--- src/hdl/dist_params.svh ---
`ifndef DIST_PARAMS_SVH
`define DIST_PARAMS_SVH

//////////////////////////////
// distribution tree sizing
//////////////////////////////

// one operand word
`define DIST_DATA_WIDTH 32

// per switch command
// bit 1 high branch, bit 0 low branch
`define DIST_CMD_WIDTH 2

// leaf ports at the bottom of the tree
`define DIST_LEAVES 4

// saturating drop counter
`define DIST_DROP_WIDTH 16

`endif

--- src/hdl/dist_pkg.sv ---
package dist_pkg;

	`include "dist_params.svh"

	//////////////////////////////
	// plain vector types
	//////////////////////////////

	// one data word
	typedef logic [`DIST_DATA_WIDTH-1:0] dist_data_t;

	// switch command
	// 00 none, 01 low, 10 high, 11 duplicate
	typedef logic [`DIST_CMD_WIDTH-1:0] dist_cmd_t;

	// destination mask, bit n selects leaf n
	typedef logic [`DIST_LEAVES-1:0] dist_mask_t;

	// dropped word count
	typedef logic [`DIST_DROP_WIDTH-1:0] dist_drop_t;

	//////////////////////////////
	// bundles
	//////////////////////////////

	// two output words of one switch
	typedef struct packed {
		dist_data_t high;
		dist_data_t low;
	} dist_pair_t;

	// all four leaf words, leaf 3 in the top bits
	typedef struct packed {
		dist_data_t leaf3;
		dist_data_t leaf2;
		dist_data_t leaf1;
		dist_data_t leaf0;
	} dist_leaf_bus_t;

	// root command plus the level 1 commands
	typedef struct packed {
		dist_cmd_t root;
		dist_cmd_t l1_high;
		dist_cmd_t l1_low;
	} dist_tree_cmd_t;

	// control fsm
	typedef enum logic {
		CFG_UNCONFIGURED = 1'b0,
		CFG_ROUTING      = 1'b1
	} dist_cfg_state_t;

endpackage

--- src/hdl/dist_switch_1x2.sv ---
`timescale 1ns/1ns

module dist_switch_1x2
	import dist_pkg::*;
(
	input  logic       clk,
	input  logic       rst,

	// freeze level, low holds both branches
	input  logic       i_en,

	// incoming word
	input  logic       i_valid,
	input  dist_data_t i_data,

	// branch select, aligned with i_data
	input  dist_cmd_t  i_cmd,

	// [1] high branch, [0] low branch
	output logic [1:0] o_valid,
	output dist_pair_t o_data
);

	//////////////////////////////
	// branch select
	//////////////////////////////

	// values loaded on the next enabled edge
	logic [1:0] valid_next;
	dist_pair_t data_next;

	always_comb
	begin
		// default is nothing routed
		valid_next = 2'b00;
		data_next  = '0;
		if (i_valid)
		begin
			case (i_cmd)
				2'b01:
				begin
					// low branch only
					valid_next     = 2'b01;
					data_next.low  = i_data;
				end
				2'b10:
				begin
					// high branch only
					valid_next     = 2'b10;
					data_next.high = i_data;
				end
				2'b11:
				begin
					// duplicate onto both
					valid_next     = 2'b11;
					data_next.high = i_data;
					data_next.low  = i_data;
				end
				default:
				begin
					// none, word goes nowhere
					valid_next = 2'b00;
					data_next  = '0;
				end
			endcase
		end
	end

	//////////////////////////////
	// output registers
	//////////////////////////////

	always_ff @(posedge clk)
	begin
		if (rst)
		begin
			o_valid <= 2'b00;
			o_data  <= '0;
		end
		else if (i_en)
		begin
			o_valid <= valid_next;
			o_data  <= data_next;
		end
		// disabled edge keeps both branches as they are
	end

	//////////////////////////////
	// checks
	//////////////////////////////

	// a frozen edge never raises a branch valid
	assert property (@(posedge clk) disable iff (rst)
		!i_en |=> ((o_valid & ~$past(o_valid)) == 2'b00))
	else
		$error("dist_switch_1x2 valid rose across a disabled edge");

endmodule

--- src/hdl/dist_ctrl.sv ---
`timescale 1ns/1ns

module dist_ctrl
	import dist_pkg::*;
(
	input  logic           clk,
	input  logic           rst,

	// freeze level
	input  logic           i_en,

	// mask load strobe
	input  logic           i_cfg_valid,
	input  dist_mask_t     i_cfg_mask,

	// word strobe from the source port
	input  logic           i_valid,

	// qualified valid into the root switch
	output logic           o_root_valid,

	// root command now, level 1 commands one stage later
	output dist_tree_cmd_t o_cmd,

	output dist_drop_t     o_drop_count
);

	//////////////////////////////
	// configuration fsm
	//////////////////////////////

	dist_cfg_state_t cfg_state;
	dist_cfg_state_t cfg_state_next;

	// destination mask in use for new words
	dist_mask_t cfg_mask;

	// strobe only counts on an enabled edge
	logic cfg_load;

	assign cfg_load = i_en & i_cfg_valid;

	always_comb
	begin
		cfg_state_next = cfg_state;
		case (cfg_state)
			CFG_UNCONFIGURED:
			begin
				// first mask arms the tree
				if (cfg_load)
					cfg_state_next = CFG_ROUTING;
			end
			CFG_ROUTING:
			begin
				// stays here until reset
				cfg_state_next = CFG_ROUTING;
			end
			default:
			begin
				cfg_state_next = CFG_UNCONFIGURED;
			end
		endcase
	end

	always_ff @(posedge clk)
	begin
		if (rst)
		begin
			cfg_state <= CFG_UNCONFIGURED;
			cfg_mask  <= '0;
		end
		else
		begin
			cfg_state <= cfg_state_next;
			// every strobe reloads the mask
			if (cfg_load)
				cfg_mask <= i_cfg_mask;
		end
	end

	//////////////////////////////
	// mask decode
	//////////////////////////////

	// word can be routed somewhere
	logic route_ok;

	// root command for the word at the root this cycle
	dist_cmd_t root_cmd;

	// level 1 commands for the word at the root this cycle
	dist_cmd_t l1_high_cmd;
	dist_cmd_t l1_low_cmd;

	assign route_ok = (cfg_state == CFG_ROUTING) && (cfg_mask != '0);

	// root high branch feeds leaves 3:2, low branch feeds 1:0
	assign root_cmd     = {|cfg_mask[3:2], |cfg_mask[1:0]};
	assign o_root_valid = i_valid & route_ok;

	// leaf switch commands are the mask halves
	assign l1_high_cmd = cfg_mask[3:2];
	assign l1_low_cmd  = cfg_mask[1:0];

	//////////////////////////////
	// level 1 command stage
	//////////////////////////////

	// commands for the word now at level 1
	dist_cmd_t l1_high_q;
	dist_cmd_t l1_low_q;

	// follows the word from root to level 1
	always_ff @(posedge clk)
	begin
		if (rst)
		begin
			l1_high_q <= '0;
			l1_low_q  <= '0;
		end
		else if (i_en)
		begin
			l1_high_q <= l1_high_cmd;
			l1_low_q  <= l1_low_cmd;
		end
	end

	assign o_cmd = {root_cmd, l1_high_q, l1_low_q};

	//////////////////////////////
	// drop counter
	//////////////////////////////

	always_ff @(posedge clk)
	begin
		if (rst)
			o_drop_count <= '0;
		else if (i_en && i_valid && !route_ok)
		begin
			// saturate at all ones
			if (o_drop_count != '1)
				o_drop_count <= o_drop_count + dist_drop_t'(1);
		end
	end

	// qualified word always has a branch to go to
	assert property (@(posedge clk) disable iff (rst)
		o_root_valid |-> (o_cmd.root != 2'b00))
	else
		$error("dist_ctrl root valid with empty root command");

	// count only moves up between resets
	assert property (@(posedge clk) disable iff (rst)
		1'b1 |=> (o_drop_count >= $past(o_drop_count)))
	else
		$error("dist_ctrl drop count went down");

endmodule

--- src/hdl/dist_net_top.sv ---
`timescale 1ns/1ns

module dist_net_top
	import dist_pkg::*;
(
	input  logic           clk,
	input  logic           rst,

	// freeze level for the whole tree
	input  logic           i_en,

	// destination mask load
	input  logic           i_cfg_valid,
	input  dist_mask_t     i_cfg_mask,

	// source port
	input  logic           i_valid,
	input  dist_data_t     i_data,

	// leaf ports, bit n is leaf n
	output dist_mask_t     o_leaf_valid,
	output dist_leaf_bus_t o_leaf_data,

	output dist_drop_t     o_drop_count
);

	//////////////////////////////
	// control
	//////////////////////////////

	logic           root_valid;
	dist_tree_cmd_t tree_cmd;

	dist_ctrl i_dist_ctrl (
		.clk          (clk),
		.rst          (rst),
		.i_en         (i_en),
		.i_cfg_valid  (i_cfg_valid),
		.i_cfg_mask   (i_cfg_mask),
		.i_valid      (i_valid),
		.o_root_valid (root_valid),
		.o_cmd        (tree_cmd),
		.o_drop_count (o_drop_count)
	);

	//////////////////////////////
	// level 0, root switch
	//////////////////////////////

	// [1] toward leaves 3:2, [0] toward leaves 1:0
	logic [1:0] root_out_valid;
	dist_pair_t root_out_data;

	dist_switch_1x2 i_root (
		.clk     (clk),
		.rst     (rst),
		.i_en    (i_en),
		.i_valid (root_valid),
		.i_data  (i_data),
		.i_cmd   (tree_cmd.root),
		.o_valid (root_out_valid),
		.o_data  (root_out_data)
	);

	//////////////////////////////
	// level 1, leaf switches
	//////////////////////////////

	// high switch drives leaves 3 and 2
	dist_switch_1x2 i_leaf_high (
		.clk     (clk),
		.rst     (rst),
		.i_en    (i_en),
		.i_valid (root_out_valid[1]),
		.i_data  (root_out_data.high),
		.i_cmd   (tree_cmd.l1_high),
		.o_valid (o_leaf_valid[3:2]),
		.o_data  ({o_leaf_data.leaf3, o_leaf_data.leaf2})
	);

	// low switch drives leaves 1 and 0
	dist_switch_1x2 i_leaf_low (
		.clk     (clk),
		.rst     (rst),
		.i_en    (i_en),
		.i_valid (root_out_valid[0]),
		.i_data  (root_out_data.low),
		.i_cmd   (tree_cmd.l1_low),
		.o_valid (o_leaf_valid[1:0]),
		.o_data  ({o_leaf_data.leaf1, o_leaf_data.leaf0})
	);

endmodule

--- config.mk ---
export PLATFORM = sky130hd
export DESIGN_NAME = dist_net_top
export DESIGN_NICKNAME = d
export VERILOG_FILES = /design/src/hdl/dist_pkg.sv /design/src/hdl/dist_switch_1x2.sv /design/src/hdl/dist_ctrl.sv /design/src/hdl/dist_net_top.sv
export VERILOG_INCLUDE_DIRS = /design/src /design/src/hdl
export SDC_FILE = /design/constraint.sdc
export NUM_CORES = 1
export LEC_CHECK = 0
export CAP_MARGIN = 20
export CORE_UTILIZATION = 45
export CTS_CLUSTER_SIZE = 28
export DETAILED_ROUTE_END_ITERATION = 6
export DONT_BUFFER_PORTS = 1
export PLACE_DENSITY = 0.67
export SLEW_MARGIN = 25
export SYNTH_ARGS = -nofsm -noshare
export SYNTH_HDL_FRONTEND = slang
export SYNTH_SLANG_ARGS = --single-unit
--- constraint.sdc ---
create_clock -name clk -period 1.5 [get_ports clk]
set_input_delay 0.3 -clock clk [delete_from_list [all_inputs] [get_ports clk]]
set_output_delay 0.3 -clock clk [all_outputs]
set_load 0.02 [all_outputs]
Word-level counts from Yosys, hierarchy flattened
Cells that the tools add are included.
{"block": "word_totals", "wordCells": 59, "output_inout_bits": 148, "reg_bits": 223, "input_bits": 41}
{"block": "op_classes", "mux": 17, "n_addsub": 1, "bitwise_logic": 3, "reduce_logical": 14, "eq_ne": 10}
{"operator": "2-to-1 mux 32 bit", "n": 6}
{"operator": "2-to-1 mux 64 bit", "n": 3}
{"operator": "case mux 2 bit (3 select lines)", "n": 3}
{"operator": "adder 16 x 1 -> 16 bit (second input constant)", "n": 1}
{"operator": "!= test 16 bit (second input constant)", "n": 1}
{"operator": "OR reduction 2 bit", "n": 8}
{"operator": "== test 2 bit (second input constant)", "n": 6}
{"operator": "== test 2 x 1 -> 1 bit (second input constant)", "n": 3}
{"operator": "2-to-1 mux 2 bit", "n": 3}
{"operator": "nonzero test 4 bit", "n": 1}
{"operator": "logical AND 1 bit", "n": 3}
{"operator": "AND 1 bit", "n": 2}
{"operator": "case mux 1 bit (2 select lines)", "n": 1}
{"operator": "AND reduction 2 bit", "n": 1}
{"operator": "zero test 1 bit", "n": 1}
{"operator": "2-to-1 mux 1 bit", "n": 1}
{"operator": "inverter 1 bit", "n": 1}

Longest topological paths before layout
{"block": "depth", "depth_word": 5, "ltp_mapped": 6, "mapped_depth_nobuf": 6}

Cells and area by module
A second synthesis with hierarchy kept.
{"block": "hier_totals", "hier_cells": 1049, "area_unflattened_um2": 9346.5}
{"mod": "dist_switch_1x2", "area_per_inst_um2": 2696.3, "cells_each": 300, "instances": 3, "seq_area_each_um2": 1321.3}
{"mod": "dist_ctrl", "area_per_inst_um2": 1257.5, "cells_each": 149, "instances": 1, "seq_area_each_um2": 500.5}

Least setup slack after synthesis
Ideal clock, no wire load.
{"block": "synth_path", "path_type": "register -> register", "from": "reg i_dist_ctrl.o_drop_count[0]", "to": "reg i_dist_ctrl.o_drop_count[11]", "setup_ns": 0.070, "stages_incl_launch_ff": 7, "arrival_ns": 1.631, "path_buffers": 0, "path_slack_ns": -0.202, "required_ns": 1.430, "synth_period_minus_slack_ns": 1.702, "cell_sequence": "dfxtp_1 ha_1 and3_1 nand2_1 o21ai_2 or4_1 a21oi_1"}
{"block": "synth_between", "elab_chain_cells": 2, "word_cells_on_any_way": 3, "classes_between": "add/sub: 1; eq/ne: 1; reduce/logical: 1"}
{"element": "start: declaration", "line_no": "dist_ctrl.sv:25", "rtl": "output dist_drop_t o_drop_count"}
{"element": "start signal: assignment", "line_no": "dist_ctrl.sv:142", "rtl": "o_drop_count <= o_drop_count + dist_drop_t'(1);"}
{"element": "parallel branches: the longest is 2 deep, another holds adder 16 x 1 -> 16 bit"}
Parallel ways; which one is timed is not known.
A chain may end at the register's enable or synchronous reset.

Worst setup path after layout
{"block": "layout_path", "from": "reg i_dist_ctrl.cfg_mask[0]", "to": "reg i_dist_ctrl.o_drop_count[13]"}
{"block": "layout_between", "elab_chain_cells": 5}
{"element": "start: declaration", "line_no": "dist_ctrl.sv:36", "rtl": "dist_mask_t cfg_mask;"}
{"element": "start signal: assignment", "line_no": "dist_ctrl.sv:77", "rtl": "cfg_mask <= i_cfg_mask;"}
{"element": "nonzero test 4 bit", "line_no": "dist_ctrl.sv:95", "rtl": "assign route_ok = (cfg_state == CFG_ROUTING) && (cfg_mask != '0);"}
{"element": "logical AND 1 bit", "line_no": "dist_ctrl.sv:95"}
{"element": "zero test 1 bit", "line_no": "dist_ctrl.sv:138", "rtl": "else if (i_en && i_valid && !route_ok)"}
{"element": "logical AND 1 bit", "line_no": "dist_ctrl.sv:138"}
{"element": "AND reduction 2 bit (no line)"}
Every way passes these cells.

==> reports/qor.log <==
INFO  run_status     status=finished, violations left
INFO  run_status     failing_checks=design-rule violations, negative hold slack, negative setup slack
INFO  pwr            swShare=19.9%
INFO  pwr            vdd.ir_drop.worst=0.941mV
INFO  global_routing grt_start_max_net_pins=225
INFO  timing         transition_at_the_pin_with_the_smallest_max_transition_slack=0.481ns
INFO  worst_setup_path critPathLaunchType=flop
INFO  place          gp_congestion=0.861
INFO  timing         timing.setup.tns=-0.729ns
INFO  layout         layout-area-overhead-vs-synth=19.6%
INFO  global_routing globalRouteTotalUtil=22.2%
INFO  drt            drc_errors=3
INFO  synth          synth_fa_ha_area_share=0.164%
INFO  drt            drt_first_iter_violations=377
INFO  clock_tree     htree_num_levels=1
INFO  synth          postSynthCellCount=799
INFO  layout         layout.cells.non_filler=1046
INFO  pwr            comb_power_share=1.9%
INFO  clock_tree     cts.hold.buffers_added=9
INFO  floorplanning  floorplan.core_area=16600um2
INFO  worst_setup_path arrival=2.05ns
INFO  layout         multi_input_gate_area=3030um2
INFO  timing         report.final.hold_viol_count=105
INFO  layout         final_nets=853
INFO  floorplanning  floorplan.io_pins=189
INFO  floorplanning  fp.dieH=132um
INFO  drt            finalWirelength=20000um
INFO  pwr            finalPower=11.9mW
INFO  floorplanning  design.die.area=17500um2
INFO  place          place_worst_setup_slack=-0.209ns
INFO  pwr            power_per_cell_area=1300nW/um2
INFO  worst_setup_path timing.setup.critical_path_class=flop to flop
INFO  timing         unrepaired_setup_endpoints_after_global_routing=yes
INFO  synth          synth_seq_area_share=58.5%
INFO  place          hpwl=12600um
INFO  min_path       worst_hold_path_type=primary input to flop
INFO  synth          synthSimpleGateAreaFrac=14.4%
INFO  clock_tree     cts_inserted_buffers=24
INFO  clock_tree     clk_path_buf_depth=3
INFO  drt            detail_route.wl_per_cell=19.1um
INFO  pwr            switchingPower=2.35mW
INFO  drt            postRouteAntennaNets=0
INFO  drt            routed_via_density=5.85
INFO  floorplanning  initial_core_util=46.0%
INFO  timing         clock_skew=0.00881ns
INFO  timing         max_clock_freq=617MHz
INFO  clock_tree     cts_root_buffer=sky130_fd_sc_hd__clkbuf_16
INFO  timing         slew-limit-headroom=67.9%
INFO  timing         min_period=1.62ns
INFO  drt            detailroute.via_count=6116
INFO  clock_tree     clock_insertion_delay_worst_skew=0.50ns
INFO  clock_tree     clock-sinks=223
INFO  place          placement.cell_area=8120um2
INFO  pwr            leakagePower=3.28nW
INFO  floorplanning  num_rows=47
INFO  worst_setup_path cp_data_required_time=1.93ns
INFO  worst_setup_path worstSetupEndpointType=flop
INFO  worst_setup_path crit_path_max_fanout=6
INFO  global_routing antenna_found_initial=0
INFO  floorplanning  die_width=132um
INFO  synth          mean_cell_area_of_the_mapped_netlist=9.56um2
INFO  timing         setup_viol=13
INFO  global_routing grt_overflow_total=0
INFO  synth          syn-cell-area=7640um2
INFO  layout         antennaDiodeCount=0
INFO  pwr            cell_internal_pwr=9.50mW
INFO  drt            drt-pass1-iter-count=7
INFO  synth          synth.ff_latch_count=223
INFO  global_routing first_global_vias=5859
INFO  synth          synth_mux_area_share=0.655%
INFO  timing         setup_slack=-0.122ns
INFO  layout         fillerInstances=1468
INFO  synth          synthDistinctLibCells=33
INFO  clock_tree     worst_setup_hold_path_clk_slew=0.06ns
INFO  layout         post_route_cells_drive_above_1_share=15.1%
INFO  synth          synthesis.yosys.warnings=0
INFO  global_routing first_pass_grt_wire_length=31600um
INFO  clock_tree     clock_tree_from_tritoncts=done
INFO  layout         final_util=55.1%
INFO  place          numPortBuffers=0
INFO  place          placedCellCount=992
INFO  synth          synth_top_family_by_area=compound AO/OA/AOI/OAI gates
INFO  run            drv.max_cap_violation_count=0
INFO  pwr            seqPwrFrac=50.3%
INFO  synth          synthesized_area_fraction_occupied_by_ao_oa_aoi_and_oai_cells=21.7%
INFO  layout         finish.instance_area=9130um2
INFO  timing         drv_slew=0
INFO  timing         final_min_period_over_clock_period=108%
INFO  synth          number_of_nets_produced_by_synthesis=841
INFO  timing         finalHoldWorstSlack=-0.124ns
INFO  layout         sequential_cell_area=4490um2
INFO  pwr            power.clock.fraction=47.8%
INFO  synth          post_synth_xor_area_fraction=1.03%
-- routing by layer --
layer | GRT usage [%] | part of all wire [%]
met1 | 25.6 | 38
met3 | 8.88 | 11
met4 | 5.49 | 1.5
met5 | 0 | 0
met2 | 38.2 | 49
-- cell usage in the layout (no fill, tap or decap), types with 9 or more instances in the layout --
cell type,count
sky130_fd_sc_hd__a21oi_1,13
sky130_fd_sc_hd__dfxtp_2,12
sky130_fd_sc_hd__dfxtp_1,209
sky130_fd_sc_hd__clkbuf_8,9
sky130_fd_sc_hd__clkbuf_16,25
sky130_fd_sc_hd__nand2_1,12
sky130_fd_sc_hd__nor2_1,217
sky130_fd_sc_hd__a22oi_1,192
sky130_fd_sc_hd__buf_4,38
sky130_fd_sc_hd__dlygate4sd3_1,9
-- power by group through the flow --
stage / Clock, mW / Combinational [mW] / Sequential (mW)
finish: 5.66 / 0.230 / 5.96
global route: 6.04 / 0.252 / 5.96
CTS: 5.80 / 0.218 / 5.96
detailed placement: 0 / 0.204 / 6.09
global placement: 0 / 0.197 / 6.09
floorplan: 0 / 0.213 / 6.09
-- worst max-delay path, cell delays in order (launching register included) --
cell,delay [ns]
sky130_fd_sc_hd__dfxtp_2,0.33
sky130_fd_sc_hd__o41ai_4,0.36
sky130_fd_sc_hd__and2b_2,0.23
sky130_fd_sc_hd__o21ai_4,0.08
sky130_fd_sc_hd__or4_4,0.42
sky130_fd_sc_hd__a21oi_2,0.13
-- cell families after synthesis --
group | Yosys count
AND/OR/NAND/NOR | 266
AO/OA/AOI/OAI | 223
flip-flops | 223
buffers and inverters | 72
XOR/XNOR | 9
multiplexers | 5
adder cells (fa/ha/maj) | 1
-- timing repair --
action | in CTS | in global routing
setup buffers | 2 | 2
hold endpoints to repair | 223 | 213
setup endpoints to repair | 16 | 46
pin swaps | 10 | 8
resized for setup | 11 | 19
-- area by class of cell --
| type | instances | share of cell area [%] |
|---|---|---|
| flip-flops and latches | 223 | 49.1 |
| clock buffers | 39 | 8.41 |
| multi-input cells | 504 | 33.2 |
| repair buffers | 57 | 6.02 |
| clock inverters | 2 | 0.110 |
| inverters | 1 | 0.0959 |
| well taps | 220 | 3.01 |
-- cell usage after synthesis --
cell	instances	share of area, %
sky130_fd_sc_hd__a22oi_1	192	19
sky130_fd_sc_hd__dfxtp_1	223	58
sky130_fd_sc_hd__a311oi_1	1	0.11
sky130_fd_sc_hd__o211ai_1	3	0.29
sky130_fd_sc_hd__xnor2_1	1	0.11
sky130_fd_sc_hd__nand4b_1	1	0.11
sky130_fd_sc_hd__nand3_4	1	0.23
sky130_fd_sc_hd__inv_2	1	0.049
sky130_fd_sc_hd__and2_1	2	0.16
sky130_fd_sc_hd__or4_1	3	0.29
sky130_fd_sc_hd__and3_1	9	0.74
sky130_fd_sc_hd__mux2i_1	5	0.66
sky130_fd_sc_hd__o41ai_2	1	0.21
sky130_fd_sc_hd__o31ai_1	2	0.20
sky130_fd_sc_hd__buf_6	1	0.15
sky130_fd_sc_hd__nand2_1	13	0.64
sky130_fd_sc_hd__o211ai_4	1	0.28
sky130_fd_sc_hd__nor2_1	219	11
sky130_fd_sc_hd__o21ai_2	1	0.11
sky130_fd_sc_hd__a21oi_1	16	1.0
sky130_fd_sc_hd__and2b_2	1	0.11
sky130_fd_sc_hd__clkbuf_1	70	3.4
sky130_fd_sc_hd__nor4_1	1	0.082
sky130_fd_sc_hd__nor2b_1	1	0.082
sky130_fd_sc_hd__ha_1	1	0.16
sky130_fd_sc_hd__nand4_1	3	0.25
sky130_fd_sc_hd__o2111ai_1	2	0.23
sky130_fd_sc_hd__and4_1	2	0.23
sky130_fd_sc_hd__o21ai_0	3	0.20
sky130_fd_sc_hd__xor2_1	8	0.92
sky130_fd_sc_hd__nand3_1	8	0.52
sky130_fd_sc_hd__o21a_1	1	0.098
sky130_fd_sc_hd__or3_1	2	0.16
-- worst paths after layout --
kind | slack (ns) | cells after the start | startpoint | end
min reg2reg | 0.51 | 2 | i_root.o_valid[0] | i_root.o_valid[0]
max reg2reg | -0.12 | 5 | i_dist_ctrl.cfg_mask[0] | i_dist_ctrl.o_drop_count[13]
min | -0.12 | 1 | rst | i_leaf_high.o_data[60]
max | -0.12 | 5 | i_dist_ctrl.cfg_mask[0] | i_dist_ctrl.o_drop_count[13]
-- registers in the layout, summed over array words and instances (netlist names) --
name,cells
i_dist_ctrl.cfg_mask,4
i_root.o_data,64
i_dist_ctrl.l1_low_q,2
i_leaf_low.o_valid,2
i_root.o_valid,2
i_leaf_low.o_data,64
i_leaf_high.o_valid,2
i_dist_ctrl.cfg_state,1
i_leaf_high.o_data,64
i_dist_ctrl.o_drop_count,16
i_dist_ctrl.l1_high_q,2
Note: power is estimated with default switching activity, not from simulation.
